File: src/rtl/board_pkg.sv
// system bus cycle, response, dma request, page write and port 0x61 types, address map constants
package board_pkg;

   localparam int ADDR_W     = 20;
   localparam int DATA_W     = 8;
   localparam int RAM_ADDR_W = 18;  // 256 KB fitted on the board
   localparam int PAGE_W     = 4;   // LS670 word width

   localparam logic [9:0] PORT_SYSCTL = 10'h061;
   localparam logic [9:0] PORT_STATUS = 10'h062;

   localparam logic [DATA_W-1:0] OPEN_BUS = 8'hFF;  // floating data lines read high
   localparam int STATUS_IO_CK_BIT = 6;

   // bit 1 marks an i/o cycle, bit 0 a write
   typedef enum logic [1:0] {
      MEM_RD = 2'b00,
      MEM_WR = 2'b01,
      IO_RD  = 2'b10,
      IO_WR  = 2'b11
   } cycle_cmd_e;

   typedef enum logic {
      MASTER_CPU = 1'b0,
      MASTER_DMA = 1'b1
   } bus_master_e;

   // groups of 32 ports picked by address bits 9..5
   typedef enum logic [2:0] {
      SEL_DMA   = 3'd0,
      SEL_PIC   = 3'd1,
      SEL_TIMER = 3'd2,
      SEL_PPI   = 3'd3,
      SEL_PAGE  = 3'd4,
      SEL_NMI   = 3'd5,
      SEL_NONE  = 3'd7
   } io_select_e;

   typedef struct packed {
      logic              strobe;  // one clock per cycle
      cycle_cmd_e        cmd;
      logic [ADDR_W-1:0] addr;
      logic [DATA_W-1:0] wdata;
   } bus_cycle_t;

   typedef struct packed {
      logic              strobe;
      logic [1:0]        chan;
      logic              is_write;  // memory write, else memory read
      logic [15:0]       offset;
      logic [DATA_W-1:0] data;
   } dma_req_t;

   typedef struct packed {
      logic              valid;  // peer saw a cycle in its range
      logic              hit;    // read data below is meaningful
      logic [DATA_W-1:0] rdata;
   } peer_resp_t;

   typedef struct packed {
      logic              valid;
      bus_master_e       master;
      logic [DATA_W-1:0] data;
   } bus_resp_t;

   typedef struct packed {
      logic              strobe;
      logic [1:0]        idx;
      logic [PAGE_W-1:0] page;
   } page_wr_t;

   // port 0x61, msb first
   typedef struct packed {
      logic kbd_clear;
      logic kbd_clk_low;
      logic io_ck_en_n;
      logic ram_parity_ck_n;
      logic motor_off;
      logic spare;
      logic speaker_data;
      logic timer2_gate;
   } sysctl_t;

endpackage

File: src/rtl/dma_page_file.sv
// four dma page registers and 20-bit dma address formation
`timescale 1ns/1ps

module dma_page_file (
   input  logic                  clk,
   input  logic                  reset_n,
   input  board_pkg::dma_req_t   dma_req_i,
   input  board_pkg::page_wr_t   page_wr_i,
   output board_pkg::bus_cycle_t dma_cycle_o
);

   // one page per channel, as in the LS670 register file
   logic [board_pkg::PAGE_W-1:0] page_q [4];

   always_ff @(posedge clk or negedge reset_n) begin
      if (!reset_n) begin
         for (int i = 0; i < 4; i++) begin
            page_q[i] <= '0;
         end
      end else if (page_wr_i.strobe) begin
         page_q[page_wr_i.idx] <= page_wr_i.page;
      end
   end

   // the 8237 only gives 16 address bits, the page supplies 19..16
   always_comb begin
      dma_cycle_o.strobe = dma_req_i.strobe;
      if (dma_req_i.is_write) begin
         dma_cycle_o.cmd = board_pkg::MEM_WR;
      end else begin
         dma_cycle_o.cmd = board_pkg::MEM_RD;
      end
      dma_cycle_o.addr  = {page_q[dma_req_i.chan], dma_req_i.offset};
      dma_cycle_o.wdata = dma_req_i.data;
   end

endmodule

File: config.mk
export PLATFORM = sky130hd
export DESIGN_NAME = dma_page_file
export DESIGN_NICKNAME = d
export VERILOG_FILES = /design/src/rtl/board_pkg.sv /design/src/rtl/dma_page_file.sv
export SDC_FILE = /design/constraint.sdc
export NUM_CORES = 1
export LEC_CHECK = 0
export ABC_AREA = 1
export BUFFER_PORTS_ARGS = -buffer_cell sky130_fd_sc_hd__buf_2
export CORE_UTILIZATION = 42
export CTS_CLUSTER_DIAMETER = 150
export DETAILED_ROUTE_END_ITERATION = 8
export HOLD_SLACK_MARGIN = 0.03
export PLACE_DENSITY = 0.89
export SLEW_MARGIN = 25
export SYNTH_ARGS = -nofsm -noshare
export SYNTH_HDL_FRONTEND = slang
export SYNTH_SLANG_ARGS = --single-unit
File: constraint.sdc
create_clock -name clk -period 0.8 [get_ports clk]
set_input_delay 0.12 -clock clk [delete_from_list [all_inputs] [get_ports clk]]
set_output_delay 0.12 -clock clk [all_outputs]
set_load 0.005 [all_outputs]
==> qor.csv <==
stage;metric;value;unit
synthesis;avgSynthCellArea;7.388;sq um
synthesis;yosys_most_used_dff;dfrtp_1;
grt;antenna_found_initial;0;
critical_path;critPathMaxFanout;2;
timing;clock_skew;0;ns
grt;grt_max_degree;17;
cts;cts_buffer_depth;2;
detailed_routing;dr.pass1.iters;4;
synthesis;synth_edf_count;0;
layout;top_regs;page_q: 16 flops;
power;max-vdd-ir-drop;0.6982;mV
critical_path;max_stage_delay;0.39;ns
timing;hold_viol;0;
synthesis;seq_area_frac_synth;36.87;%
floorplan;dieWidth;52.85;um
status;outcome;finished with violations;
critical_path;critPathLaunchType;flop;
floorplan;design.die.area;2793;sq um
layout;final_nets;192;
synthesis;ys_types;13;
critical_path;ff2ff_path_depth;4;
timing;setup_viol;5;
synthesis;synth_area;1086;sq um
timing;drv_slew;0;
critical_path;critPathSlowestCell;dfrtp_1;
timing;tns;-1.511;ns
detailed_routing;wl_per_cell;11.38;um
synthesis;synth_top_cell_by_area;dfrtp_1;
power;finalPower;0.002033;W
critical_path;critPathArrivalTime;1.06;ns
critical_path;critPathCaptureType;output pin;
detailed_routing;postRouteAntennaNets;0;
hold_path;worstHoldPathType;in -> reg;
run;max_cap_viol_count;0;
layout;largest_reg_flops;16;
detailed_routing;wl_met1;968;um
power;p_leak;0.6724;nW
synthesis;yosysMostFrequentCell;nand2_1;
floorplan;die_h;52.85;um
timing;rsz0062_at_grt;true;
placed_design;place_inst;174;
grt;grt_pass1_wl;3.229;mm
layout;final_area;1152;sq um
cts;numCtsBuffers;3;
detailed_routing;num_vias;862;
synthesis;synth_seq_cells;16;
synthesis;synth_cells;147;
critical_path;critical_path_class;reg -> out;
placed_design;port_buffers;14;
timing;setup_ws;-0.3838;ns
detailed_routing;routed-wl-met2;979;um
synthesis;synth_area_leaders;dfrtp_1, buf_4, nand2_1, inv_1, nand4_1;
critical_path;worstPathBufferInverterCount;2;
synthesis;yosysTopAreaCellShare;36.87;%
synthesis;ys_async_sr_fraction;100.0;%
synthesis;synthTopCellsByCount;nand2_1, buf_4, inv_1;
cts;root_buffer;clkbuf_4;
grt;grt_remaining_overflow;0;
cts;cts_tree;done;
critical_path;path_depth;5;
placed_design;dp_hpwl;1.517;mm
detailed_routing;drt-total-wl;2.082;mm
floorplan;ios;68;
power;power.density;1765;nW/um^2
floorplan;core_region_area;2455;sq um
layout;drive_gt1_share;28.76;%
timing;max_freq;0.8448;GHz
critical_path;critPathRequiredTime;0.68;ns
detailed_routing;met3_wirelength;87;um
placed_design;place_area;1071;sq um
detailed_routing;drtIter0Drc;29;
placed_design;routabilityCongestion;0.7426;
hold_path;min_path_cells;3;
synthesis;synth-warning-count;0;
cts;htree_levels;1;
layout;diodes;0;
layout;top_register;page_q;
cts;cts.sinks;16;
critical_path;cp_top_family;flip-flops;
layout;instances_no_fill;183;
grt;grt_pass1_vias;735;
cts;clock_latency;0.29;ns
timing;post-route-min-period;1.184;ns
detailed_routing;routed_via_density;4.710;
detailed_routing;top_layer_used;met4;
critical_path;timing.critical_path.mode_cell;nand2_1;
timing;fin_crit_sh;148.0;%
floorplan;initial_utilization;44.24;%
status;violations;setup timing;
floorplan;row_count;18;
layout;synthToLayoutAreaGrowth;6.106;%
cts;clk_pin_slew;0.09;ns
critical_path;path_cells;inv_1 -> nand2_1 -> nand3_1 -> nand2_1 -> buf_2;
grt;grt_usage;16.46;%
synthesis;synthesis.nets;184;
detailed_routing;drc;0;
-- per-layer routing --
| metal | GRT usage (%) | up-vias |
|---|---|---|
| li1 | - | 442 |
| met1 | 20.36 | 395 |
| met2 | 26.37 | 21 |
| met3 | 2.874 | 4 |
| met4 | 10.09 | 0 |
| met5 | 0 | - |
-- report_power, final --
part | internal, W | total (W) | switching [W]
clock network | 0.000175 | 0.000428 | 0.000253
registers | 0.000937 | 0.00101 | 0.0000750
logic | 0.000299 | 0.000594 | 0.000295
-- layout make-up --
type	instances	area (sq um)
clock buffers	3	22.52
fillers	258	1303
inverters	24	95.09
multi-input cells	77	377.9
flip-flops and latches	16	400.4
well taps	30	37.54
repair buffers	33	219.0
-- cells in the final DEF, fill, tap and decap left out --
cell / netlist / routed
buf_2: 2 / 14
buf_4: 28 / 17
buf_6: 0 / 1
clkbuf_4: 0 / 3
conb_1: 1 / 1
dfrtp_1: 16 / 16
dlygate4sd3_1: 0 / 1
inv_1: 22 / 22
inv_4: 2 / 2
nand2_1: 48 / 47
nand2_2: 0 / 1
nand3_1: 8 / 7
nand3_2: 3 / 4
nand3_4: 1 / 1
nand4_1: 12 / 12
o21ai_1: 3 / 3
o21ai_2: 1 / 1
-- worst reg2reg max path, stage by stage, from the launching register on --
cell	delay (ns)
dfrtp_1	0.39
buf_4	0.13
buf_4	0.12
nand2_1	0.05
nand2_1	0.05
-- what timing repair did --
item,4_1_cts,5_1_grt
hold buffers,1,0
pin swaps,2,0
hold endpoints to repair,16,0
setup buffers,3,3
setup endpoints to repair,4,5
resized for setup,1,3
cloned,0,0
-- cell families after synthesis --
family	share of synthesized area, %
AOI/OAI and AO/OA	2.189
and+or+nand+nor	31.57
DFF	36.87
buffers and inverters	29.03
other	0.3453
-- stage by stage --
step	hold slack [ns]	setup WS, ns	utilization, %
after global placement	0.05022	-0.06609	43.63
final	0.09023	-0.3838	46.94
after CTS	0.09360	-0.3796	46.02
after detailed placement	0.05527	-0.06438	43.63
after floorplan	-0.1756	0.08811	-
after global routing	0.1037	-0.4474	46.94
-- path summary, 6_finish.rpt --
path	start	to	slack (ns)
worst max-delay path	page_q[7]$_DFFE_PN0P_	dma_cycle_o[27]	-0.38
worst min-delay path	page_wr_i[1]	page_q[1]$_DFFE_PN0P_	0.09
worst max register to register	page_q[7]$_DFFE_PN0P_	page_q[7]$_DFFE_PN0P_	-0.04
worst min register to register	page_q[8]$_DFFE_PN0P_	page_q[8]$_DFFE_PN0P_	0.49
max in group asynchronous	reset_n	page_q[8]$_DFFE_PN0P_	0.28
min in group asynchronous	reset_n	page_q[9]$_DFFE_PN0P_	0.26
(Power assumes the default switching activity.)
