[config.mk]
export PLATFORM = sky130hd
export DESIGN_NAME = io_ports
export DESIGN_NICKNAME = d
export VERILOG_FILES = /design/src/rtl/board_pkg.sv /design/src/rtl/io_ports.sv
export SDC_FILE = /design/constraint.sdc
export NUM_CORES = 1
export LEC_CHECK = 0
export BUFFER_PORTS_ARGS = -buffer_cell sky130_fd_sc_hd__buf_2
export CAP_MARGIN = 20
export CORE_UTILIZATION = 40
export DETAILED_ROUTE_END_ITERATION = 8
export GPL_TIMING_DRIVEN = 0
export PLACE_DENSITY = 0.78
export REMOVE_ABC_BUFFERS = 1
export SYNTH_ARGS = -nofsm -noshare
export SYNTH_HDL_FRONTEND = slang
export SYNTH_SLANG_ARGS = --single-unit
[constraint.sdc]
create_clock -name clk -period 0.94 [get_ports clk]
set_clock_uncertainty 0.05 [all_clocks]
set_input_delay 0.188 -clock clk [delete_from_list [all_inputs] [get_ports clk]]
set_output_delay 0.188 -clock clk [all_outputs]
set_load 0.1 [all_outputs]
[src/rtl/board_pkg.sv]
// system bus cycle, response, dma request, page write and port 0x61 types, address map constants
package board_pkg;

   localparam int ADDR_W     = 20;
   localparam int DATA_W     = 8;
   localparam int RAM_ADDR_W = 18;  // 256 KB fitted on the board
   localparam int PAGE_W     = 4;   // LS670 word width

   localparam logic [9:0] PORT_SYSCTL = 10'h061;
   localparam logic [9:0] PORT_STATUS = 10'h062;

   localparam logic [DATA_W-1:0] OPEN_BUS = 8'hFF;  // floating data lines read high
   localparam int STATUS_IO_CK_BIT = 6;

   // bit 1 marks an i/o cycle, bit 0 a write
   typedef enum logic [1:0] {
      MEM_RD = 2'b00,
      MEM_WR = 2'b01,
      IO_RD  = 2'b10,
      IO_WR  = 2'b11
   } cycle_cmd_e;

   typedef enum logic {
      MASTER_CPU = 1'b0,
      MASTER_DMA = 1'b1
   } bus_master_e;

   // groups of 32 ports picked by address bits 9..5
   typedef enum logic [2:0] {
      SEL_DMA   = 3'd0,
      SEL_PIC   = 3'd1,
      SEL_TIMER = 3'd2,
      SEL_PPI   = 3'd3,
      SEL_PAGE  = 3'd4,
      SEL_NMI   = 3'd5,
      SEL_NONE  = 3'd7
   } io_select_e;

   typedef struct packed {
      logic              strobe;  // one clock per cycle
      cycle_cmd_e        cmd;
      logic [ADDR_W-1:0] addr;
      logic [DATA_W-1:0] wdata;
   } bus_cycle_t;

   typedef struct packed {
      logic              strobe;
      logic [1:0]        chan;
      logic              is_write;  // memory write, else memory read
      logic [15:0]       offset;
      logic [DATA_W-1:0] data;
   } dma_req_t;

   typedef struct packed {
      logic              valid;  // peer saw a cycle in its range
      logic              hit;    // read data below is meaningful
      logic [DATA_W-1:0] rdata;
   } peer_resp_t;

   typedef struct packed {
      logic              valid;
      bus_master_e       master;
      logic [DATA_W-1:0] data;
   } bus_resp_t;

   typedef struct packed {
      logic              strobe;
      logic [1:0]        idx;
      logic [PAGE_W-1:0] page;
   } page_wr_t;

   // port 0x61, msb first
   typedef struct packed {
      logic kbd_clear;
      logic kbd_clk_low;
      logic io_ck_en_n;
      logic ram_parity_ck_n;
      logic motor_off;
      logic spare;
      logic speaker_data;
      logic timer2_gate;
   } sysctl_t;

endpackage

[src/rtl/io_ports.sv]
// i/o group decode, port 0x61 and nmi mask registers, channel-check latch, port 0x61/0x62 reads
`timescale 1ns/1ps

module io_ports (
   input  logic                  clk,
   input  logic                  reset_n,
   input  board_pkg::bus_cycle_t sys_bus_i,
   input  logic                  io_ch_ck_n_i,
   output board_pkg::peer_resp_t io_resp_o,
   output board_pkg::page_wr_t   page_wr_o,
   output board_pkg::sysctl_t    sysctl_o,
   output logic                  nmi_o
);

   board_pkg::io_select_e sel;
   board_pkg::sysctl_t    sysctl_q;
   logic                  io_rd;
   logic                  io_wr;
   logic                  sysctl_hit;
   logic                  status_hit;
   logic                  nmi_mask_q;
   logic                  io_ck_q;   // channel-check latch
   logic [board_pkg::DATA_W-1:0] status_byte;

   assign io_rd = sys_bus_i.strobe && (sys_bus_i.cmd == board_pkg::IO_RD);
   assign io_wr = sys_bus_i.strobe && (sys_bus_i.cmd == board_pkg::IO_WR);

   // LS138 style, bits 9 and 8 act as enables
   always_comb begin
      if (sys_bus_i.addr[9:8] != 2'b00) begin
         sel = board_pkg::SEL_NONE;
      end else begin
         case (sys_bus_i.addr[7:5])
            3'd0:    sel = board_pkg::SEL_DMA;
            3'd1:    sel = board_pkg::SEL_PIC;
            3'd2:    sel = board_pkg::SEL_TIMER;
            3'd3:    sel = board_pkg::SEL_PPI;
            3'd4:    sel = board_pkg::SEL_PAGE;
            3'd5:    sel = board_pkg::SEL_NMI;
            default: sel = board_pkg::SEL_NONE;
         endcase
      end
   end

   assign sysctl_hit = (sel == board_pkg::SEL_PPI) &&
                       (sys_bus_i.addr[4:0] == board_pkg::PORT_SYSCTL[4:0]);
   assign status_hit = (sel == board_pkg::SEL_PPI) &&
                       (sys_bus_i.addr[4:0] == board_pkg::PORT_STATUS[4:0]);

   always_ff @(posedge clk or negedge reset_n) begin
      if (!reset_n) begin
         sysctl_q   <= '0;
         nmi_mask_q <= 1'b0;
         io_ck_q    <= 1'b0;
      end else begin
         if (io_wr && sysctl_hit) begin
            sysctl_q <= sys_bus_i.wdata;
         end
         if (io_wr && (sel == board_pkg::SEL_NMI)) begin
            nmi_mask_q <= sys_bus_i.wdata[7];  // any port in the 0xA0 group
         end
         if (sysctl_q.io_ck_en_n) begin
            io_ck_q <= 1'b0;
         end else if (!io_ch_ck_n_i) begin
            io_ck_q <= 1'b1;
         end
      end
   end

   always_comb begin
      status_byte = '0;
      status_byte[board_pkg::STATUS_IO_CK_BIT] = io_ck_q;
   end

   always_ff @(posedge clk or negedge reset_n) begin
      if (!reset_n) begin
         io_resp_o <= '0;
      end else begin
         io_resp_o.valid <= io_rd || io_wr;
         io_resp_o.hit   <= io_rd && (sysctl_hit || status_hit);
         io_resp_o.rdata <= sysctl_hit ? sysctl_q : status_byte;
      end
   end

   // page write goes straight to the LS670
   assign page_wr_o.strobe = io_wr && (sel == board_pkg::SEL_PAGE);
   assign page_wr_o.idx    = sys_bus_i.addr[1:0];
   assign page_wr_o.page   = sys_bus_i.wdata[board_pkg::PAGE_W-1:0];

   assign sysctl_o = sysctl_q;
   assign nmi_o    = nmi_mask_q && io_ck_q;

endmodule

==> run summary, run 1 <==
Slew Limit Fails: 0
Min-Delay Path Depth: 2
Post-layout util: 0.805
DP Worst Slack: -661 ps
CTS tree: yes
Cells after Synth: 62
Worst Path Class, Setup: reg -> out
Fin Hold WS: 2.59 ps
PD cells: 1090 nW/um^2
Peak supply drop: 0.722 mV
Worst Hold Path EP: io_ck_q
Vias in the first global route: 733
Synth Area in XOR/XNOR: 0
Clock buffer depth: 2
Synth Area in Adders: 0
Initial core utilization: 0.432
R2R Path End: sysctl_o[0]
Routed Antenna Nets: 0
FMAX: 0.793 GHz
CP top delay family: flip-flops
CP max stage delay: 390 ps
Worst setup margin: -321 ps
PortBufs: 49
CP bufs+invs: 1
RD Place Congestion: 0.711
DRC viols: 0
Part of the cycle the worst path needs: 1.34
CTS Buf Count: 3
R2R depth: 3
Endpoint type of the worst setup path: primary output
Worst skew pair latency: 310 ps
Register area share after synthesis: 0.578
DIE WIDTH: 48.5 um
CTS root buf: clkbuf_4
Initial antenna violation count: 0
Share of cells above drive strength 1: 0.724
Syn Area/Cell: 14.0 sq um
Layout area overhead: 86.1%
Routed WL: 2.35 mm
H-tree lvl count: 1
Final setup fails: 36
Synth Area in Compound Gates: 0.0116
Failing checks: setup timing
R2R Setup Slk: -160 ps
Pin count of the biggest net entering global routing: 21
Combinational family with the most area after synthesis: simple AND/OR/NAND/NOR gates
Core outline area: 2000 sq um
Max_slew headroom: 0.679
Initial DRC count: 9
# nets final: 158
Die area: 2350 sq um
Simple-gate share of the synthesized area: 0.215
HPWL Detailed: 1.24 mm
Total GRT Usage: 0.201
First-pass GRT wire length: 3.52 mm
Total power: 1.75 mW
Worst-Margin Slew: 484 ps
Gr ovfl total: 0
# IOs: 60
Synth Warn #: 0
Post-synthesis cell area: 866 sq um
Reg clk slew, reported paths: 110 ps
Final std cells w/o fill: 150
RSZ-0062 raised after global routing: yes
Cells after DPL: 131
Via density: 4.79
Data arrival, critical path: 1020 ps
Count of final hold-check violations: 0
Rows: 16
CP Max Fanout: 2
Number of synthesized register bits: 20
Post-synth top area cell: dfrtp_1
Max-Cap Viols: 0
Leak: 0.821 nW
Unique masters post-synth: 17
Worst hold start: io_ch_ck_n_i
Die H: 48.5 um
Multiplexer share of the synthesized area: 0.130
Share of the synthesized area in the top cell type: 0.578
Slowest cell on crit path: dfrtp_1
Drt wl/cell: 15.6 um
Reg2reg start: sysctl_o[0]
Synth top area cells: dfrtp_1 (58%), mux2_2 (13%), and2_1 (6.5%), buf_4 (6.1%), nor4b_4 (5.5%)
CTS sink cnt: 20
Min cycle time layout: 1260 ps
Crit path required time: 700 ps
Status: finished, violations left
Min-Delay Path Class: in -> reg
Worst setup SP type: register
Ant. Diodes: 0
DR pass1 iterations: 5
Vias: 718
Critical-path cell list: and2_4 -> buf_12
-- flip-flops by register name, summed over array words and instances, names as in the netlist --
register    flops
io_resp_o      10
sysctl_o        8
io_ck_q         1
nmi_mask_q      1
-- what timing repair did --
item,in CTS,in global routing
setup buffers,9,4
endpoints found under the hold margin,21,0
resized for setup,84,16
endpoints found under the setup margin,36,39
pin swaps,6,10
hold buffers,2,0
-- cell type report --
cell class,instances,area (sq um)
tap,27,33.8
sequential,20,500
multi-input combinational,34,353
timing repair buffer,64,684
fill,111,390
clock buffer,4,36.3
inverter,1,3.75
-- per-layer routing --
metal  routed length [um]  vias to the layer above  global-route usage
met3                  120                        6              0.0472
met5                    0                        -                   0
met4                   61                        0              0.0686
met2                 1230                       36               0.362
li1                     -                      327                   -
met1                  936                      349               0.235
-- cell usage after synthesis, drive strengths merged --
cell	count
a21oi	1
and2	9
and2b	1
and3	2
and4b	1
buf	7
dfrtp	20
inv	1
mux2	10
nand2	1
nand4	2
nor2	1
nor2b	2
nor3	1
nor4b	2
o21ai	1
-- placed cells by master, fill, tap and decap left out, types with 2 or more instances in the layout --
cell / netlist / layout
dfrtp_1: 20 / 20
buf_2: 0 / 18
buf_4: 7 / 13
buf_12: 0 / 12
mux2_2: 10 / 9
buf_8: 0 / 9
buf_6: 0 / 7
and2_4: 0 / 6
clkbuf_4: 0 / 6
and2_1: 9 / 3
nor4b_4: 2 / 2
and3_4: 0 / 2
dlygate4sd3_1: 0 / 2
-- worst max path at each step --
stage                  start      endpoint  slack (ps)  cells past startpoint
3_3_place_gp   sys_bus_i[15]  io_resp_o[6]        -630                      4
4_1_cts              io_ck_q         nmi_o        -310                      2
2_1_floorplan  sys_bus_i[30]  page_wr_o[6]        -550                      2
6_report          nmi_mask_q         nmi_o        -320                      2
5_1_grt              io_ck_q         nmi_o        -340                      2
3_5_place_dp   sys_bus_i[17]  io_resp_o[6]        -660                      4
-- stage by stage --
stage          TNS, ps  cell area [sq um]
6_report         -5570               1610
5_1_grt          -7000               1610
4_1_cts          -5280               1530
3_5_place_dp     -8970               1090
3_3_place_gp     -8490               1090
2_1_floorplan   -10230                813
-- report_power, final --
part	switching (mW)	total (mW)	internal, mW	leakage, nW
clock	0.268	0.505	0.237	0.0210
sequential	0.00526	0.873	0.868	0.268
combinational	0.237	0.374	0.137	0.532
total	0.511	1.75	1.24	0.821
-- kinds of logic (layout without fill, tap and decap cells) --
family | Yosys count | after routing
AND/OR/NAND/NOR | 22 | 22
flip-flops | 20 | 20
multiplexers | 10 | 10
buffers and inverters | 8 | 69
AO/OA/AOI/OAI | 2 | 2
Power figures use the tool's default switching activity.
==> run 2, diff against run 1 <==
==> constraint.sdc (replaced) <==
create_clock -name clk -period 0.94 [get_ports clk]
set_clock_uncertainty 0.05 [all_clocks]
set_input_delay 0.188 -clock clk [delete_from_list [all_inputs] [get_ports clk]]
set_output_delay 0.188 -clock clk [all_outputs]
set_load 0.05 [all_outputs]
==> run 2 against run 1 <==
Against the previous run: the run still ends with setup timing left; clock power shrank 2%; cell count grew 2.0%; sequential share of layout area rose by 2.5 points; global-route usage down 2.3 points; critical path depth unchanged; hold slack better by 2.6 ps; first-iteration DRC count decreased by 78%; power down 6.3%; die area did not move; fmax rose by 2.1%; count of clock-buffer cells in the layout unchanged; combinational power fell by 26%; critical path type unchanged; largest power group unchanged; highest routed layer unchanged.
==> run summary, run 2 (synthesis results as in run 1) <==
Worst setup margin: -295 ps
Total GRT Usage: 0.178
Fin area: 1490 sq um
Most common cell after layout, fill and taps aside: buf_6
CTS sink cnt: 20
Core outline area: 2000 sq um
Initial DRC count: 2
Status: finished, violations left
Final std cells w/o fill: 153
# nets final: 161
Min-Delay Path Class: in -> reg
Crit path required time: 700 ps
Die H: 48.5 um
Via density: 4.61
RSZ-0062 raised after global routing: yes
Drt wl/cell: 12.9 um
H-tree lvl count: 1
Routed Antenna Nets: 0
DRC viols: 0
Die area: 2350 sq um
Initial core utilization: 0.432
CP Max Fanout: 2
Initial antenna violation count: 0
Leak: 0.802 nW
Slew Limit Fails: 0
RD Place Congestion: 0.711
HPWL Detailed: 1.24 mm
Reg clk slew, reported paths: 100 ps
CTS root buf: clkbuf_4
Min-Delay Path Depth: 2
Worst skew pair latency: 300 ps
Peak supply drop: 0.705 mV
Cells after DPL: 131
Top reg by flops: io_resp_o
DP Worst Slack: -661 ps
Worst setup SP type: register
R2R depth: 3
PD cells: 1100 nW/um^2
Final setup fails: 36
Vias: 705
Worst-Margin Slew: 435 ps
First-pass GRT wire length: 3.20 mm
Max_slew headroom: 0.710
Vias in the first global route: 698
Layout area overhead: 72.3%
Gr ovfl total: 0
Clock buffer depth: 2
Number of flip-flops in the largest register: 10
Fin Hold WS: 5.15 ps
Min cycle time layout: 1240 ps
FILL cells: 138
Endpoint type of the worst setup path: primary output
Most frequent cells in the layout: buf_6 (26), buf_2 (21), dfrtp_1 (20)
DR pass1 iterations: 2
Part of the cycle the worst path needs: 1.31
Pin count of the biggest net entering global routing: 21
Setup TNS: -4440 ps
Max-Cap Viols: 0
Rows: 16
PortBufs: 49
# IOs: 60
FMAX: 0.810 GHz
Post-DP Area: 1090 sq um
Data arrival, critical path: 1000 ps
CTS tree: yes
Routed WL: 1.98 mm
Count of final hold-check violations: 0
Failing checks: setup timing
Share of cells above drive strength 1: 0.730
Worst Path Class, Setup: reg -> out
Ant. Diodes: 0
DIE WIDTH: 48.5 um
CTS Buf Count: 3
-- run 2: per-stage QoR --
step / total power, mW / utilization
2_1_floorplan: 0.948 / -
3_3_place_gp: 1.09 / 0.546
3_5_place_dp: 1.10 / 0.546
4_1_cts: 1.63 / 0.706
5_1_grt: 1.71 / 0.745
6_report: 1.64 / 0.745
-- run 2: worst max-delay path: stages (launching register included) --
cell     delay [ps]
dfrtp_1         400
and2_4          160
buf_8           140
-- run 2: cell type report --
class                   count  area [sq um]  area share
repair buffers             67           568       0.381
flip-flops and latches     20           500       0.336
multi-input cells          34           349       0.234
clock buffers               4          36.3      0.0243
well taps                  27          33.8      0.0227
inverters                   1          3.75     0.00252
-- run 2: path summary, 6_finish.rpt --
check / start / to / slack [ps]
max: nmi_mask_q / nmi_o / -300
min: io_ch_ck_n_i / io_ck_q / 5
max reg2reg: sysctl_o[5] / sysctl_o[5] / -140
min reg2reg: nmi_mask_q / nmi_mask_q / 580
max in group asynchronous: reset_n / sysctl_o[2] / 240
min in group asynchronous: reset_n / sysctl_o[3] / 290
-- run 2: timing repair --
item,in CTS,in global routing
pin swaps,6,9
cloned,0,0
buffers inserted,9,7
resized for setup,57,8
endpoints found under the setup margin,36,36
hold buffers,2,0
hold endpoints to repair,21,0
-- run 2: routing by layer --
metal  global-route usage  wire, um  vias to the layer above
met5                    0         0                        -
met4               0.0882        42                        0
met3               0.0283       107                        5
met2                0.322      1120                       35
met1                0.204       709                      334
li1                     -         -                      331
-- run 2: power breakdown --
group	switching (mW)	internal [mW]
registers	0.00446	0.868
logic	0.151	0.124
clock network	0.258	0.236
==> run 3, diff against run 2 <==
--- a/config.mk
+++ b/config.mk
@@ -7,10 +7,10 @@
 export LEC_CHECK = 0
 export BUFFER_PORTS_ARGS = -buffer_cell sky130_fd_sc_hd__buf_2
 export CAP_MARGIN = 20
-export CORE_UTILIZATION = 40
+export CORE_UTILIZATION = 35
 export DETAILED_ROUTE_END_ITERATION = 8
 export GPL_TIMING_DRIVEN = 0
-export PLACE_DENSITY = 0.78
+export PLACE_DENSITY = 0.7
 export REMOVE_ABC_BUFFERS = 1
 export SYNTH_ARGS = -nofsm -noshare
 export SYNTH_HDL_FRONTEND = slang
==> run 3 against run 2 <==
Against the previous run: the flow still finishes with violations (setup timing); hold slack improved by 63 ps; clock power shrank 23%; worst setup slack gained 21 ps; critical path type unchanged.
==> run summary, run 3 (synthesis results as in run 1) <==
Reg clk slew, reported paths: 100 ps
Rows: 17
Die area: 2680 sq um
CP Max Fanout: 2
Leak: 0.765 nW
Peak supply drop: 0.871 mV
Die H: 51.7 um
Worst-Margin Slew: 438 ps
Post-layout util: 0.632
Worst Path Class, Setup: reg -> out
RSZ-0062 raised after global routing: yes
Post-DP Area: 1090 sq um
Vias: 671
PD cells: 1060 nW/um^2
Via density: 4.53
Min-Delay Path Class: in -> reg
Initial core utilization: 0.380
Vias in the first global route: 678
CTS root buf: clkbuf_4
Crit path required time: 700 ps
Gr ovfl total: 0
CTS tree: yes
DIE WIDTH: 51.7 um
# nets final: 156
Most frequent cells in the layout: buf_6 (27), buf_2 (21), dfrtp_1 (20)
Initial DRC count: 0
CTS sink cnt: 20
Total GRT Usage: 0.159
Routed WL: 1.91 mm
DR pass1 iterations: 1
Endpoint type of the worst setup path: primary output
Fin area: 1440 sq um
Routed Antenna Nets: 0
Status: finished, violations left
Final setup fails: 36
Worst skew pair latency: 280 ps
DRC viols: 0
Count of final hold-check violations: 0
Min cycle time layout: 1210 ps
H-tree lvl count: 1
Layout area overhead: 66.2%
Drt wl/cell: 12.9 um
Worst setup margin: -274 ps
Clock buffer depth: 2
Worst setup SP type: register
Max-Cap Viols: 0
Initial antenna violation count: 0
Failing checks: setup timing
FMAX: 0.824 GHz
HPWL Detailed: 1.29 mm
Ant. Diodes: 0
Slew Limit Fails: 0
Share of cells above drive strength 1: 0.692
Max_slew headroom: 0.708
RD Place Congestion: 0.671
Pin count of the biggest net entering global routing: 21
DP Worst Slack: -668 ps
Core outline area: 2280 sq um
PortBufs: 49
Total power: 1.52 mW
Most common cell after layout, fill and taps aside: buf_6
CTS Buf Count: 3
Part of the cycle the worst path needs: 1.29
Top reg by flops: io_resp_o
Data arrival, critical path: 980 ps
First-pass GRT wire length: 2.99 mm
# IOs: 60
Number of flip-flops in the largest register: 10
Setup TNS: -4510 ps
## run 3: power by group
group	internal, mW	switching, mW	total, mW	leakage [nW]
clock	0.149	0.230	0.379	0.0138
sequential	0.868	0.00465	0.872	0.268
combinational	0.121	0.150	0.271	0.484
total	1.14	0.385	1.52	0.765
## run 3: repair_timing
action	4_1_cts	5_1_grt
resized for setup	58	5
hold buffers	3	0
endpoints found under the hold margin	22	0
setup endpoints to repair	36	36
setup buffers	9	1
pin swaps	10	6
## run 3: metal layers
layer | share of wire | global-route usage | vias up
met1 | 0.37 | 0.155 | 310
met5 | 0 | 0 | -
met4 | 0.0052 | 0.0360 | 0
met2 | 0.58 | 0.314 | 30
met3 | 0.051 | 0.0556 | 2
li1 | - | - | 329
## run 3: final timing paths
kind,from,end,slack [ps],depth (start not counted)
setup / recovery,io_ck_q,nmi_o,-270,2
hold / removal,sys_bus_i[29],io_resp_o[9],70,2
max in group asynchronous,reset_n,io_resp_o[8],220,2
hold reg to reg,nmi_mask_q,nmi_mask_q,490,1
min in group asynchronous,reset_n,io_resp_o[2],320,2
setup reg to reg,sysctl_o[1],sysctl_o[1],-120,3
## run 3: cell type report
| class | instances | area [sq um] |
|---|---|---|
| fill | 183 | 837 |
| timing repair buffer | 62 | 529 |
| sequential | 20 | 500 |
| multi-input combinational | 34 | 348 |
| tap | 28 | 35.0 |
| clock buffer | 3 | 22.5 |
| inverter | 1 | 3.75 |
## run 3: per-stage QoR
stage          cells  hold slack [ps]
2_1_floorplan     55             -158
3_3_place_gp     132             97.2
3_5_place_dp     132              102
4_1_cts          147             58.7
5_1_grt          148             57.0
6_report         148             68.6
## run 3: worst max-delay path: stages, from the launching register on
cell	delay, ps
dfrtp_1	390
and2_4	160
buf_8	140
