File: src/rtl/board_pkg.sv
// system bus cycle, response, dma request, page write and port 0x61 types, address map constants
package board_pkg;

   localparam int ADDR_W     = 20;
   localparam int DATA_W     = 8;
   localparam int RAM_ADDR_W = 18;  // 256 KB fitted on the board
   localparam int PAGE_W     = 4;   // LS670 word width

   localparam logic [9:0] PORT_SYSCTL = 10'h061;
   localparam logic [9:0] PORT_STATUS = 10'h062;

   localparam logic [DATA_W-1:0] OPEN_BUS = 8'hFF;  // floating data lines read high
   localparam int STATUS_IO_CK_BIT = 6;

   // bit 1 marks an i/o cycle, bit 0 a write
   typedef enum logic [1:0] {
      MEM_RD = 2'b00,
      MEM_WR = 2'b01,
      IO_RD  = 2'b10,
      IO_WR  = 2'b11
   } cycle_cmd_e;

   typedef enum logic {
      MASTER_CPU = 1'b0,
      MASTER_DMA = 1'b1
   } bus_master_e;

   // groups of 32 ports picked by address bits 9..5
   typedef enum logic [2:0] {
      SEL_DMA   = 3'd0,
      SEL_PIC   = 3'd1,
      SEL_TIMER = 3'd2,
      SEL_PPI   = 3'd3,
      SEL_PAGE  = 3'd4,
      SEL_NMI   = 3'd5,
      SEL_NONE  = 3'd7
   } io_select_e;

   typedef struct packed {
      logic              strobe;  // one clock per cycle
      cycle_cmd_e        cmd;
      logic [ADDR_W-1:0] addr;
      logic [DATA_W-1:0] wdata;
   } bus_cycle_t;

   typedef struct packed {
      logic              strobe;
      logic [1:0]        chan;
      logic              is_write;  // memory write, else memory read
      logic [15:0]       offset;
      logic [DATA_W-1:0] data;
   } dma_req_t;

   typedef struct packed {
      logic              valid;  // peer saw a cycle in its range
      logic              hit;    // read data below is meaningful
      logic [DATA_W-1:0] rdata;
   } peer_resp_t;

   typedef struct packed {
      logic              valid;
      bus_master_e       master;
      logic [DATA_W-1:0] data;
   } bus_resp_t;

   typedef struct packed {
      logic              strobe;
      logic [1:0]        idx;
      logic [PAGE_W-1:0] page;
   } page_wr_t;

   // port 0x61, msb first
   typedef struct packed {
      logic kbd_clear;
      logic kbd_clk_low;
      logic io_ck_en_n;
      logic ram_parity_ck_n;
      logic motor_off;
      logic spare;
      logic speaker_data;
      logic timer2_gate;
   } sysctl_t;

endpackage

File: src/rtl/bus_arbiter.sv
// hold/holda sequencing, cpu or dma cycle onto the system bus, merge of peer read responses
`timescale 1ns/1ps

module bus_arbiter (
   input  logic                  clk,
   input  logic                  reset_n,
   input  board_pkg::bus_cycle_t cpu_cycle_i,
   input  logic                  dma_hold_i,
   input  board_pkg::bus_cycle_t dma_cycle_i,
   input  board_pkg::peer_resp_t ram_resp_i,
   input  board_pkg::peer_resp_t io_resp_i,
   output logic                  holda_o,
   output board_pkg::bus_cycle_t sys_bus_o,
   output board_pkg::bus_resp_t  resp_o
);

   board_pkg::bus_master_e owner;
   board_pkg::bus_cycle_t  sel_cycle;
   logic                   sel_read;
   logic                   holda_q;

   logic                   bus_stb_q;
   board_pkg::bus_cycle_t  bus_cyc_q;     // payload of the cycle on the bus
   board_pkg::bus_master_e bus_master_q;
   logic                   bus_read_q;

   board_pkg::bus_master_e rsp_master_q;  // cycle the peers are answering
   logic                   rsp_read_q;
   logic                   ram_claim;
   logic                   io_claim;

   // hold granted only between cpu strobes, released as soon as dma drops it
   always_ff @(posedge clk or negedge reset_n) begin
      if (!reset_n) begin
         holda_q <= 1'b0;
      end else if (!holda_q) begin
         holda_q <= dma_hold_i && !cpu_cycle_i.strobe;
      end else begin
         holda_q <= dma_hold_i;
      end
   end

   assign holda_o = holda_q;

   assign owner     = holda_q ? board_pkg::MASTER_DMA : board_pkg::MASTER_CPU;
   assign sel_cycle = holda_q ? dma_cycle_i : cpu_cycle_i;  // the other master is ignored
   assign sel_read  = (sel_cycle.cmd == board_pkg::MEM_RD) ||
                      (sel_cycle.cmd == board_pkg::IO_RD);

   always_ff @(posedge clk or negedge reset_n) begin
      if (!reset_n) begin
         bus_stb_q    <= 1'b0;
         bus_read_q   <= 1'b0;
         bus_master_q <= board_pkg::MASTER_CPU;
         rsp_read_q   <= 1'b0;
         rsp_master_q <= board_pkg::MASTER_CPU;
      end else begin
         bus_stb_q    <= sel_cycle.strobe;
         bus_read_q   <= sel_cycle.strobe && sel_read;
         bus_master_q <= owner;
         rsp_read_q   <= bus_read_q;
         rsp_master_q <= bus_master_q;
      end
   end

   always_ff @(posedge clk) begin
      if (sel_cycle.strobe) begin
         bus_cyc_q <= sel_cycle;
      end
   end

   always_comb begin
      sys_bus_o        = bus_cyc_q;
      sys_bus_o.strobe = bus_stb_q;
   end

   assign ram_claim = ram_resp_i.valid && ram_resp_i.hit;
   assign io_claim  = io_resp_i.valid && io_resp_i.hit;

   // ranges never overlap, so at most one claim
   always_comb begin
      resp_o.valid  = rsp_read_q;
      resp_o.master = rsp_master_q;
      if (ram_claim) begin
         resp_o.data = ram_resp_i.rdata;
      end else if (io_claim) begin
         resp_o.data = io_resp_i.rdata;
      end else begin
         resp_o.data = board_pkg::OPEN_BUS;  // unclaimed read
      end
   end

endmodule

File: config.mk
export PLATFORM = sky130hd
export DESIGN_NAME = bus_arbiter
export DESIGN_NICKNAME = d
export VERILOG_FILES = /design/src/rtl/board_pkg.sv /design/src/rtl/bus_arbiter.sv
export SDC_FILE = /design/constraint.sdc
export NUM_CORES = 1
export LEC_CHECK = 0
export BUFFER_PORTS_ARGS = -buffer_cell sky130_fd_sc_hd__buf_4
export CORE_ASPECT_RATIO = 2
export CORE_MARGIN = 1.5
export CORE_UTILIZATION = 42
export DETAILED_ROUTE_END_ITERATION = 10
export MAX_ROUTING_LAYER = met4
export PLACE_DENSITY = 0.84
export SETUP_SLACK_MARGIN = 0.2
export SYNTH_ARGS = -nofsm -noshare
export SYNTH_HDL_FRONTEND = slang
export SYNTH_SLANG_ARGS = --single-unit
File: constraint.sdc
create_clock -name clk -period 5.5 [get_ports clk]
set_clock_uncertainty 0.2 [all_clocks]
set_input_delay 0.55 -clock clk [delete_from_list [all_inputs] [get_ports clk]]
set_output_delay 0.55 -clock clk [all_outputs]
set_load 0.01 [all_outputs]
==> results of run 1 <==
[final cells by class]
cell class	count	area, sq um
well taps	51	63.8
repair buffers	128	963
inverters	1	3.75
flip-flops and latches	36	1050
fillers	298	1130
clock inverters	1	5.00
multi-input cells	54	514
clock buffers	7	76.3
[flip-flops by register name, indices dropped and copies added, names as in the netlist]
signal / flops
bus_master_q: 1
bus_read_q: 1
bus_stb_q: 1
holda_o: 1
rsp_master_q: 1
rsp_read_q: 1
sys_bus_o: 30
[power groups by stage]
| stage | registers [W] | logic (W) | clock network, W |
|---|---|---|---|
| 2_1_floorplan | 0.000348 | 0.0000505 | 0 |
| 3_3_place_gp | 0.000338 | 0.000145 | 0 |
| 3_5_place_dp | 0.000339 | 0.000146 | 0 |
| 4_1_cts | 0.000334 | 0.000147 | 0.000177 |
| 5_1_grt | 0.000336 | 0.000156 | 0.000186 |
| 6_report | 0.000333 | 0.000146 | 0.000170 |
[logic make-up (layout without fill, tap and decap cells)]
group / count (synthesis) / in the layout / share of synthesized area, %
buf+inv: 11 / 137 / 4.94
mux: 30 / 30 / 20.5
flops: 36 / 36 / 63.8
simple gates: 15 / 15 / 5.85
compound gates: 9 / 9 / 4.86
[through the flow]
step           utilization (%)  setup WS (ns)  cell area, sq um  total power (W)
6_report                  70.4           2.88              2680         0.000649
5_1_grt                   70.4           2.66              2680         0.000679
4_1_cts                   70.4           2.85              2680         0.000658
3_5_place_dp              68.0           2.87              2590         0.000486
3_3_place_gp              68.0           2.94              2590         0.000483
2_1_floorplan                -           3.41              1650         0.000398
[layer usage]
| metal | GRT usage [%] | part of all wire, % | wire length, um |
|---|---|---|---|
| met4 | 9.72 | 2.6 | 109 |
| met3 | 4.37 | 12 | 527 |
| met5 | - | 0 | 0 |
| met2 | 37.2 | 56 | 2380 |
| met1 | 17.4 | 29 | 1220 |
[synthesized netlist by cell type]
cell	number
a32o_1	1
and2_1	1
and2_4	1
buf_2	2
buf_4	6
buf_6	2
dfrtp_1	6
edfxtp_1	30
inv_1	1
mux2_2	30
nand2_1	3
nand2b_1	1
nand3b_1	8
nor2_1	1
o31a_1	8
[how the worst max path moves through the flow]
| stage | to | startpoint | cells after the start |
|---|---|---|---|
| after floorplan | sys_bus_o[0]$_DFFE_PP_ | holda_o$_DFF_PN0_ | 4 |
| after global placement | sys_bus_o[14]$_DFFE_PP_ | holda_o$_DFF_PN0_ | 3 |
| after detailed placement | sys_bus_o[14]$_DFFE_PP_ | holda_o$_DFF_PN0_ | 3 |
| after CTS | sys_bus_o[24]$_DFFE_PP_ | holda_o$_DFF_PN0_ | 3 |
| after global routing | sys_bus_o[27]$_DFFE_PP_ | holda_o$_DFF_PN0_ | 3 |
| final | sys_bus_o[5]$_DFFE_PP_ | holda_o$_DFF_PN0_ | 3 |
[timing repair]
item / CTS / global route
hold buffers: 1 / 0
gates resized for setup: 0 / 0
hold endpoints to repair: 6 / 0
setup endpoints to repair: 0 / 0
==> out/results.tsv, run 1 <==
stage	metric	value	unit
power_and_ir_drop	p_clk_share	26.2	%
die	dieArea	4330	sq um
grt	grt_usage	20.4	%
die	initial_core_util	43.3	%
sta	grt_setup_unrepaired	no	
synth	avgSynthCellArea	16.3	sq um
cells_and_area	layout-drive-gt1-share	72.2	%
sta	finalCritPeriodShare	47.7	%
cells_and_area	layout_commonest_cell	buf_4	
critical_path	max_stage_delay	0.71	ns
placed_design	gp_congestion	0.870	
critical_path	cp_max_fo	31	
cells_and_area	syn_to_final_growth	62.6	%
die	rows	32	
critical_path	cp_slowest_cell	nand2_1	
cells_and_area	layout.nets	311	
drt	drcViolationCount	0	
die	chipHeight	91.6	um
die	dieWidth	47.3	um
synth	ys_top_cells_by_area	edfxtp_1 (55%), mux2_2 (21%), dfrtp_1 (9.1%)	
drt	first_iter_violations	23	
critical_path	crit_path_end_kind	flop	
cells_and_area	antenna_cells	0	
placed_design	io_buffers	126	
power_and_ir_drop	leakagePower	1.19	nW
grt	grt-ovfl-total	0	
drt	vias_per_cell	4.79	
clock_network	h-tree-depth	2	
power_and_ir_drop	swShare	22.2	%
clock_network	cts_tree	done	
sta	setup_viol	0	
critical_path	worstSetupStartpointType	flop	
power_and_ir_drop	vdd_ir_drop_max	0.000205	V
grt	grt_pass1_vias	1297	
critical_path	regToRegSetupSlack	2.88	ns
clock_network	cts.clk_slew.worst_paths	0.07	ns
synth	ys_warn_count	0	
worst_hold_path	hp-class	flop to flop	
critical_path	path_cells	buf_4 -> nand2b_1 -> nand2_1	
power_and_ir_drop	seqPwrFrac	51.3	%
drt	detail_route.wl_per_cell	15.3	um
grt	grt_pass1_wl	5.87	mm
sta	hold_slack	0.143	ns
synth	synth_top_area_share	54.7	%
critical_path	crit_required	5.04	ns
placed_design	dp_cells	269	
synth	yosysUniqueCellTypes	15	
grt	grt_max_degree	32	
worst_hold_path	holdPathEnd	rsp_master_q$_DFF_PN0_	
sta	setup_tns	0	ns
synth	synth-seq-cells	36	
critical_path	timing.rr.end	sys_bus_o[5]$_DFFE_PP_	
clock_network	numClockSinks	36	
sta	fmax	0.381	GHz
power_and_ir_drop	p_per_area	242	nW/um^2
die	core_region_area	3800	sq um
clock_network	clock_latency	0.28	ns
synth	ys_seq_area_share	63.8	%
drt	vias	1332	
drt	drtAntennaViolNets	0	
critical_path	reg2reg_from	holda_o$_DFF_PN0_	
clock_network	cts_buffer_depth	2	
worst_hold_path	holdPathStages	0	
outcome	run_status	finished, final reports clean	
die	num_io_pins	127	
drt	drt-total-wl	4.24	mm
critical_path	r2r_cells	3	
sta	tightest_slew	1.25	ns
critical_path	crit_family	simple AND/OR/NAND/NOR gates	
sta	fin_crit	2.62	ns
run	maxCapViolations	0	
sta	max_slew_margin	16.6	%
sta	hold_viol_final	0	
cells_and_area	stdcell_count	278	
power_and_ir_drop	p_switching	0.000144	W
clock_network	numCtsBuffers	5	
synth	syn-num-nets	186	
drt	drt_first_pass_iters	4	
clock_network	ctsRootBufferMaster	clkbuf_8	
clock_network	postCtsSetupRepairBufs	0	
power_and_ir_drop	comb_power_share	22.4	%
placed_design	dp_hpwl	3.44	mm
worst_hold_path	min_from	bus_master_q$_DFF_PN0_	
synth	syn_inst	101	
critical_path	crit_buf_inv	1	
synth	netlist_area	1650	sq um
synth	synth_top_area_cell	edfxtp_1	
sta	slew_violations	0	
grt	antenna_found_initial	0	
power_and_ir_drop	internal_power	0.000505	W
critical_path	crit_arrival	2.16	ns
cells_and_area	layout_common_cells	buf_4 (127), mux2_2 (30), edfxtp_1 (30)	
critical_path	crit_type	flop to flop	
Power figures use the tool's default switching activity.
==> inputs of run 2 (changes only) <==
--- a/config.mk
+++ b/config.mk
@@ -5,13 +5,14 @@
 export SDC_FILE = /design/constraint.sdc
 export NUM_CORES = 1
 export LEC_CHECK = 0
+export ABC_AREA = 1
 export BUFFER_PORTS_ARGS = -buffer_cell sky130_fd_sc_hd__buf_4
 export CORE_ASPECT_RATIO = 2
 export CORE_MARGIN = 1.5
-export CORE_UTILIZATION = 42
+export CORE_UTILIZATION = 40
 export DETAILED_ROUTE_END_ITERATION = 10
 export MAX_ROUTING_LAYER = met4
-export PLACE_DENSITY = 0.84
+export PLACE_DENSITY = 0.8
 export SETUP_SLACK_MARGIN = 0.2
 export SYNTH_ARGS = -nofsm -noshare
 export SYNTH_HDL_FRONTEND = slang
==> constraint.sdc (replaced) <==
create_clock -name clk -period 2.7 [get_ports clk]
set_clock_uncertainty 0.2 [all_clocks]
set_input_delay 0.27 -clock clk [delete_from_list [all_inputs] [get_ports clk]]
set_output_delay 0.27 -clock clk [all_outputs]
set_load 0.01 [all_outputs]
==> run 2 against run 1 <==
Effect of this change:
- clock power increased by 110%
- synthesized area increased by 1.1%
- combinational power increased by 120%
- critical path depth increased by 2
- global-route usage decreased by 1.1 points
- core utilization decreased by 2.5 points
- power increased by 110%
- non-clock buffer count increased by 3
- clock-buffer cell count decreased by 2
==> out/results.tsv, run 2 <==
stage	metric	value	unit	change
outcome	run_status	finished, final reports clean		unchanged
cells_and_area	area.sequential	1050	sq um	unchanged
grt	grt_pass1_vias	1506		was 1297
critical_path	cp_slowest_cell	dlygate4sd3_1		was nand2_1
power_and_ir_drop	leakagePower	1.48	nW	was 1.19 nW
drt	vias_per_cell	4.43		was 4.79
synth	synthFlopType	edfxtp_1		unchanged
synth	synth-seq-cells	36		unchanged
sta	max_slew_margin	66.3	%	was 16.6%
drt	drt-total-wl	4.15	mm	was 4.24 mm
critical_path	regToRegSetupSlack	1.07	ns	was 2.88 ns
drt	drcViolationCount	0		unchanged
clock_network	numCtsBuffers	5		unchanged
critical_path	crit_buf_inv	3		was 1
synth	synthSimpleGateAreaFrac	29.4	%	was 5.85%
sta	hold_viol_final	0		unchanged
cells_and_area	layout_commonest_cell	buf_4		unchanged
drt	first_iter_violations	38		was 23
sta	setup_tns	0	ns	unchanged
clock_network	ctsRootBufferMaster	clkbuf_8		unchanged
sta	tightest_slew	0.504	ns	was 1.25 ns
synth	synth_top_area_cell	edfxtp_1		unchanged
drt	drtAntennaViolNets	0		unchanged
grt	grt-ovfl-total	0		unchanged
die	num_io_pins	127		unchanged
critical_path	cp_max_fo	22		was 31
critical_path	max_stage_delay	0.53	ns	was 0.71 ns
synth	synth-edff-count	30		unchanged
drt	vias	1634		was 1332
placed_design	io_buffers	126		unchanged
cells_and_area	layout-drive-gt1-share	43.5	%	was 72.2%
synth	netlist_area	1670	sq um	was 1650 sq um
clock_network	numClockSinks	36		unchanged
placed_design	dp_hpwl	3.21	mm	was 3.44 mm
clock_network	postCtsResizedCells	0		unchanged
cells_and_area	antenna_cells	0		unchanged
die	chipHeight	94.3	um	was 91.6 um
clock_network	cts_tree	done		unchanged
cells_and_area	layout_common_cells	buf_4 (128), nand2_1 (118), edfxtp_1 (30)		was buf_4 (127), mux2_2 (30), edfxtp_1 (30)
synth	synth_fa_ha_area_share	0	%	unchanged
synth	synthTopCellsByCount	nand2_1 (118), edfxtp_1 (30), inv_1 (13)		was edfxtp_1 (30), mux2_2 (30), nand3b_1 (8), o31a_1 (8)
synth	ys_warn_count	0		unchanged
critical_path	path_cells	dlygate4sd3_1 -> buf_4 -> nand2_1 -> nand2_1 -> buf_12		was buf_4 -> nand2b_1 -> nand2_1
synth	avgSynthCellArea	8.81	sq um	was 16.3 sq um
critical_path	crit_path_frequent_cell	nand2_1		
die	rows	33		was 32
die	dieArea	4580	sq um	was 4330 sq um
synth	async_flop_share	16.7	%	unchanged
sta	fmax	0.563	GHz	
die	dieWidth	48.6	um	was 47.3 um
critical_path	crit_type	input pin to flop		was flop to flop
grt	grt_max_degree	33		was 32
synth	synth_compound_area_share	0.451	%	was 4.86%
cells_and_area	largest_reg_flops	30		unchanged
synth	syn_inst	189		was 101
sta	grt_setup_unrepaired	no		unchanged
placed_design	gp_congestion	0.713		was 0.870
die	core_region_area	4050	sq um	was 3800 sq um
synth	synth_xor_area_share	0	%	unchanged
synth	synth_top_family_by_area	simple AND/OR/NAND/NOR gates		was multiplexers
cells_and_area	fillers	339		was 298
sta	finalCritPeriodShare	65.8	%	
grt	grt_usage	19.3	%	was 20.4%
cells_and_area	fin_area	2750	sq um	was 2680 sq um
sta	setup_viol	0		unchanged
placed_design	place_area	2650	sq um	was 2590 sq um
synth	ys_seq_area_share	63.1	%	was 63.8%
synth	synth_top_area_share	54.1	%	was 54.7%
synth	ys_top_cells_by_area	edfxtp_1 (54%), nand2_1 (27%), dfrtp_1 (9.0%)		was edfxtp_1 (55%), mux2_2 (21%), dfrtp_1 (9.1%)
critical_path	crit_arrival	1.57	ns	was 2.16 ns
worst_hold_path	hp-class	input pin to flop		was flop to flop
sta	slew_violations	0		unchanged
critical_path	crit_required	2.49	ns	was 5.04 ns
die	initial_core_util	41.2	%	was 43.3%
synth	synth.area.mux_share	0	%	was 20.5%
critical_path	crit_family	buffers and inverters		was simple AND/OR/NAND/NOR gates
critical_path	crit_path_end_kind	flop		unchanged
critical_path	worstSetupStartpointType	input pin		was flop
cells_and_area	multi_input_area	497	sq um	was 514 sq um
clock_network	cts_buffer_depth	2		unchanged
cells_and_area	syn_to_final_growth	65.1	%	was 62.6%
drt	drt_first_pass_iters	4		unchanged
cells_and_area	layout.nets	401		was 311
run	maxCapViolations	0		unchanged
power_and_ir_drop	vdd_ir_drop_max	0.000560	V	was 0.000205 V
clock_network	clock_latency	0.28	ns	about the same
clock_network	cts.clk_slew.worst_paths	0.07	ns	about the same
power_and_ir_drop	p_per_area	492	nW/um^2	was 242 nW/um^2
sta	fin_crit	1.78	ns	
synth	synth_most_common_cell	nand2_1		
synth	syn-num-nets	274		was 186
grt	grt_pass1_wl	6.44	mm	was 5.87 mm
drt	detail_route.wl_per_cell	11.2	um	was 15.3 um
grt	antenna_found_initial	0		unchanged
clock_network	h-tree-depth	2		unchanged
synth	yosysUniqueCellTypes	10		was 15
==> run 2: cell count changes in the layout (fill, tap and decap cells not counted), moves of 2 or more <==
cell	previous run	this run
nand2_1	3	118
nand3b_1	8	0
mux2_2	30	0
nand3_1	0	8
inv_1	1	13
o31a_1	8	0
clkbuf_1	2	0
==> run 2: where the power goes <==
part | switching [W] | total [W] | internal [W]
sequential | 0.0000138 | 0.000679 | 0.000665
combinational | 0.000144 | 0.000318 | 0.000175
clock | 0.000179 | 0.000354 | 0.000175
==> run 2: kinds of logic after synthesis <==
logic type / Yosys count
and+or+nand+nor: 127
DFF: 36
buffers and inverters: 25
AOI/OAI and AO/OA: 1
==> run 2: area by class of cell <==
cell class	count	area share, %
tap	52	2.37
multi-input combinational	128	18.1
sequential	36	38.2
inverter	14	1.91
clock buffer	5	2.50
clock inverter	3	0.501
timing repair buffer	131	36.4
==> run 2: path summary, 6_finish.rpt <==
path	startpoint	endpoint	cells past startpoint
worst min register to register	bus_master_q$_DFF_PN0_	rsp_master_q$_DFF_PN0_	0
worst max register to register	holda_o$_DFF_PN0_	sys_bus_o[26]$_DFFE_PP_	4
worst min-delay path	dma_hold_i	holda_o$_DFF_PN0_	2
worst max-delay path	cpu_cycle_i[30]	sys_bus_o[26]$_DFFE_PP_	5
max in group asynchronous	reset_n	holda_o$_DFF_PN0_	2
min in group asynchronous	reset_n	rsp_master_q$_DFF_PN0_	2
==> run 2: what timing repair did <==
item | in CTS | in global routing
buffers inserted | 0 | 0
hold buffers | 2 | 0
endpoints found under the hold margin | 7 | 0
==> run 2: worst register-to-register path, cell delays in order, from the launching register on <==
cell,delay [ns]
dfrtp_1,0.41
inv_2,0.07
nand2_1,0.04
nand2_1,0.38
buf_12,0.24
==> run 2: stage by stage <==
stage	worst slack [ns]	cells	power (W)	util, %	hold slack, ns
6_report	0.923	369	0.00135	67.9	0.0321
3_3_place_gp	1.13	359	0.00100	65.4	-0.121
3_5_place_dp	1.06	359	0.00101	65.4	-0.119
2_1_floorplan	0.840	189	0.000812	-	-0.226
5_1_grt	0.862	369	0.00142	67.9	0.0350
4_1_cts	0.921	369	0.00137	67.9	0.0364
==> run 2: per-layer routing <==
metal  wire length [um]  part of all wire (%)  vias to the layer above  track usage (%)
met4                209                   5.0                        0             13.6
met3                370                   8.9                       18             5.25
met2               2260                    54                       92             33.4
met5                  0                     0                        -                -
met1               1310                    32                      690             18.0
li1                   -                     -                      834                -
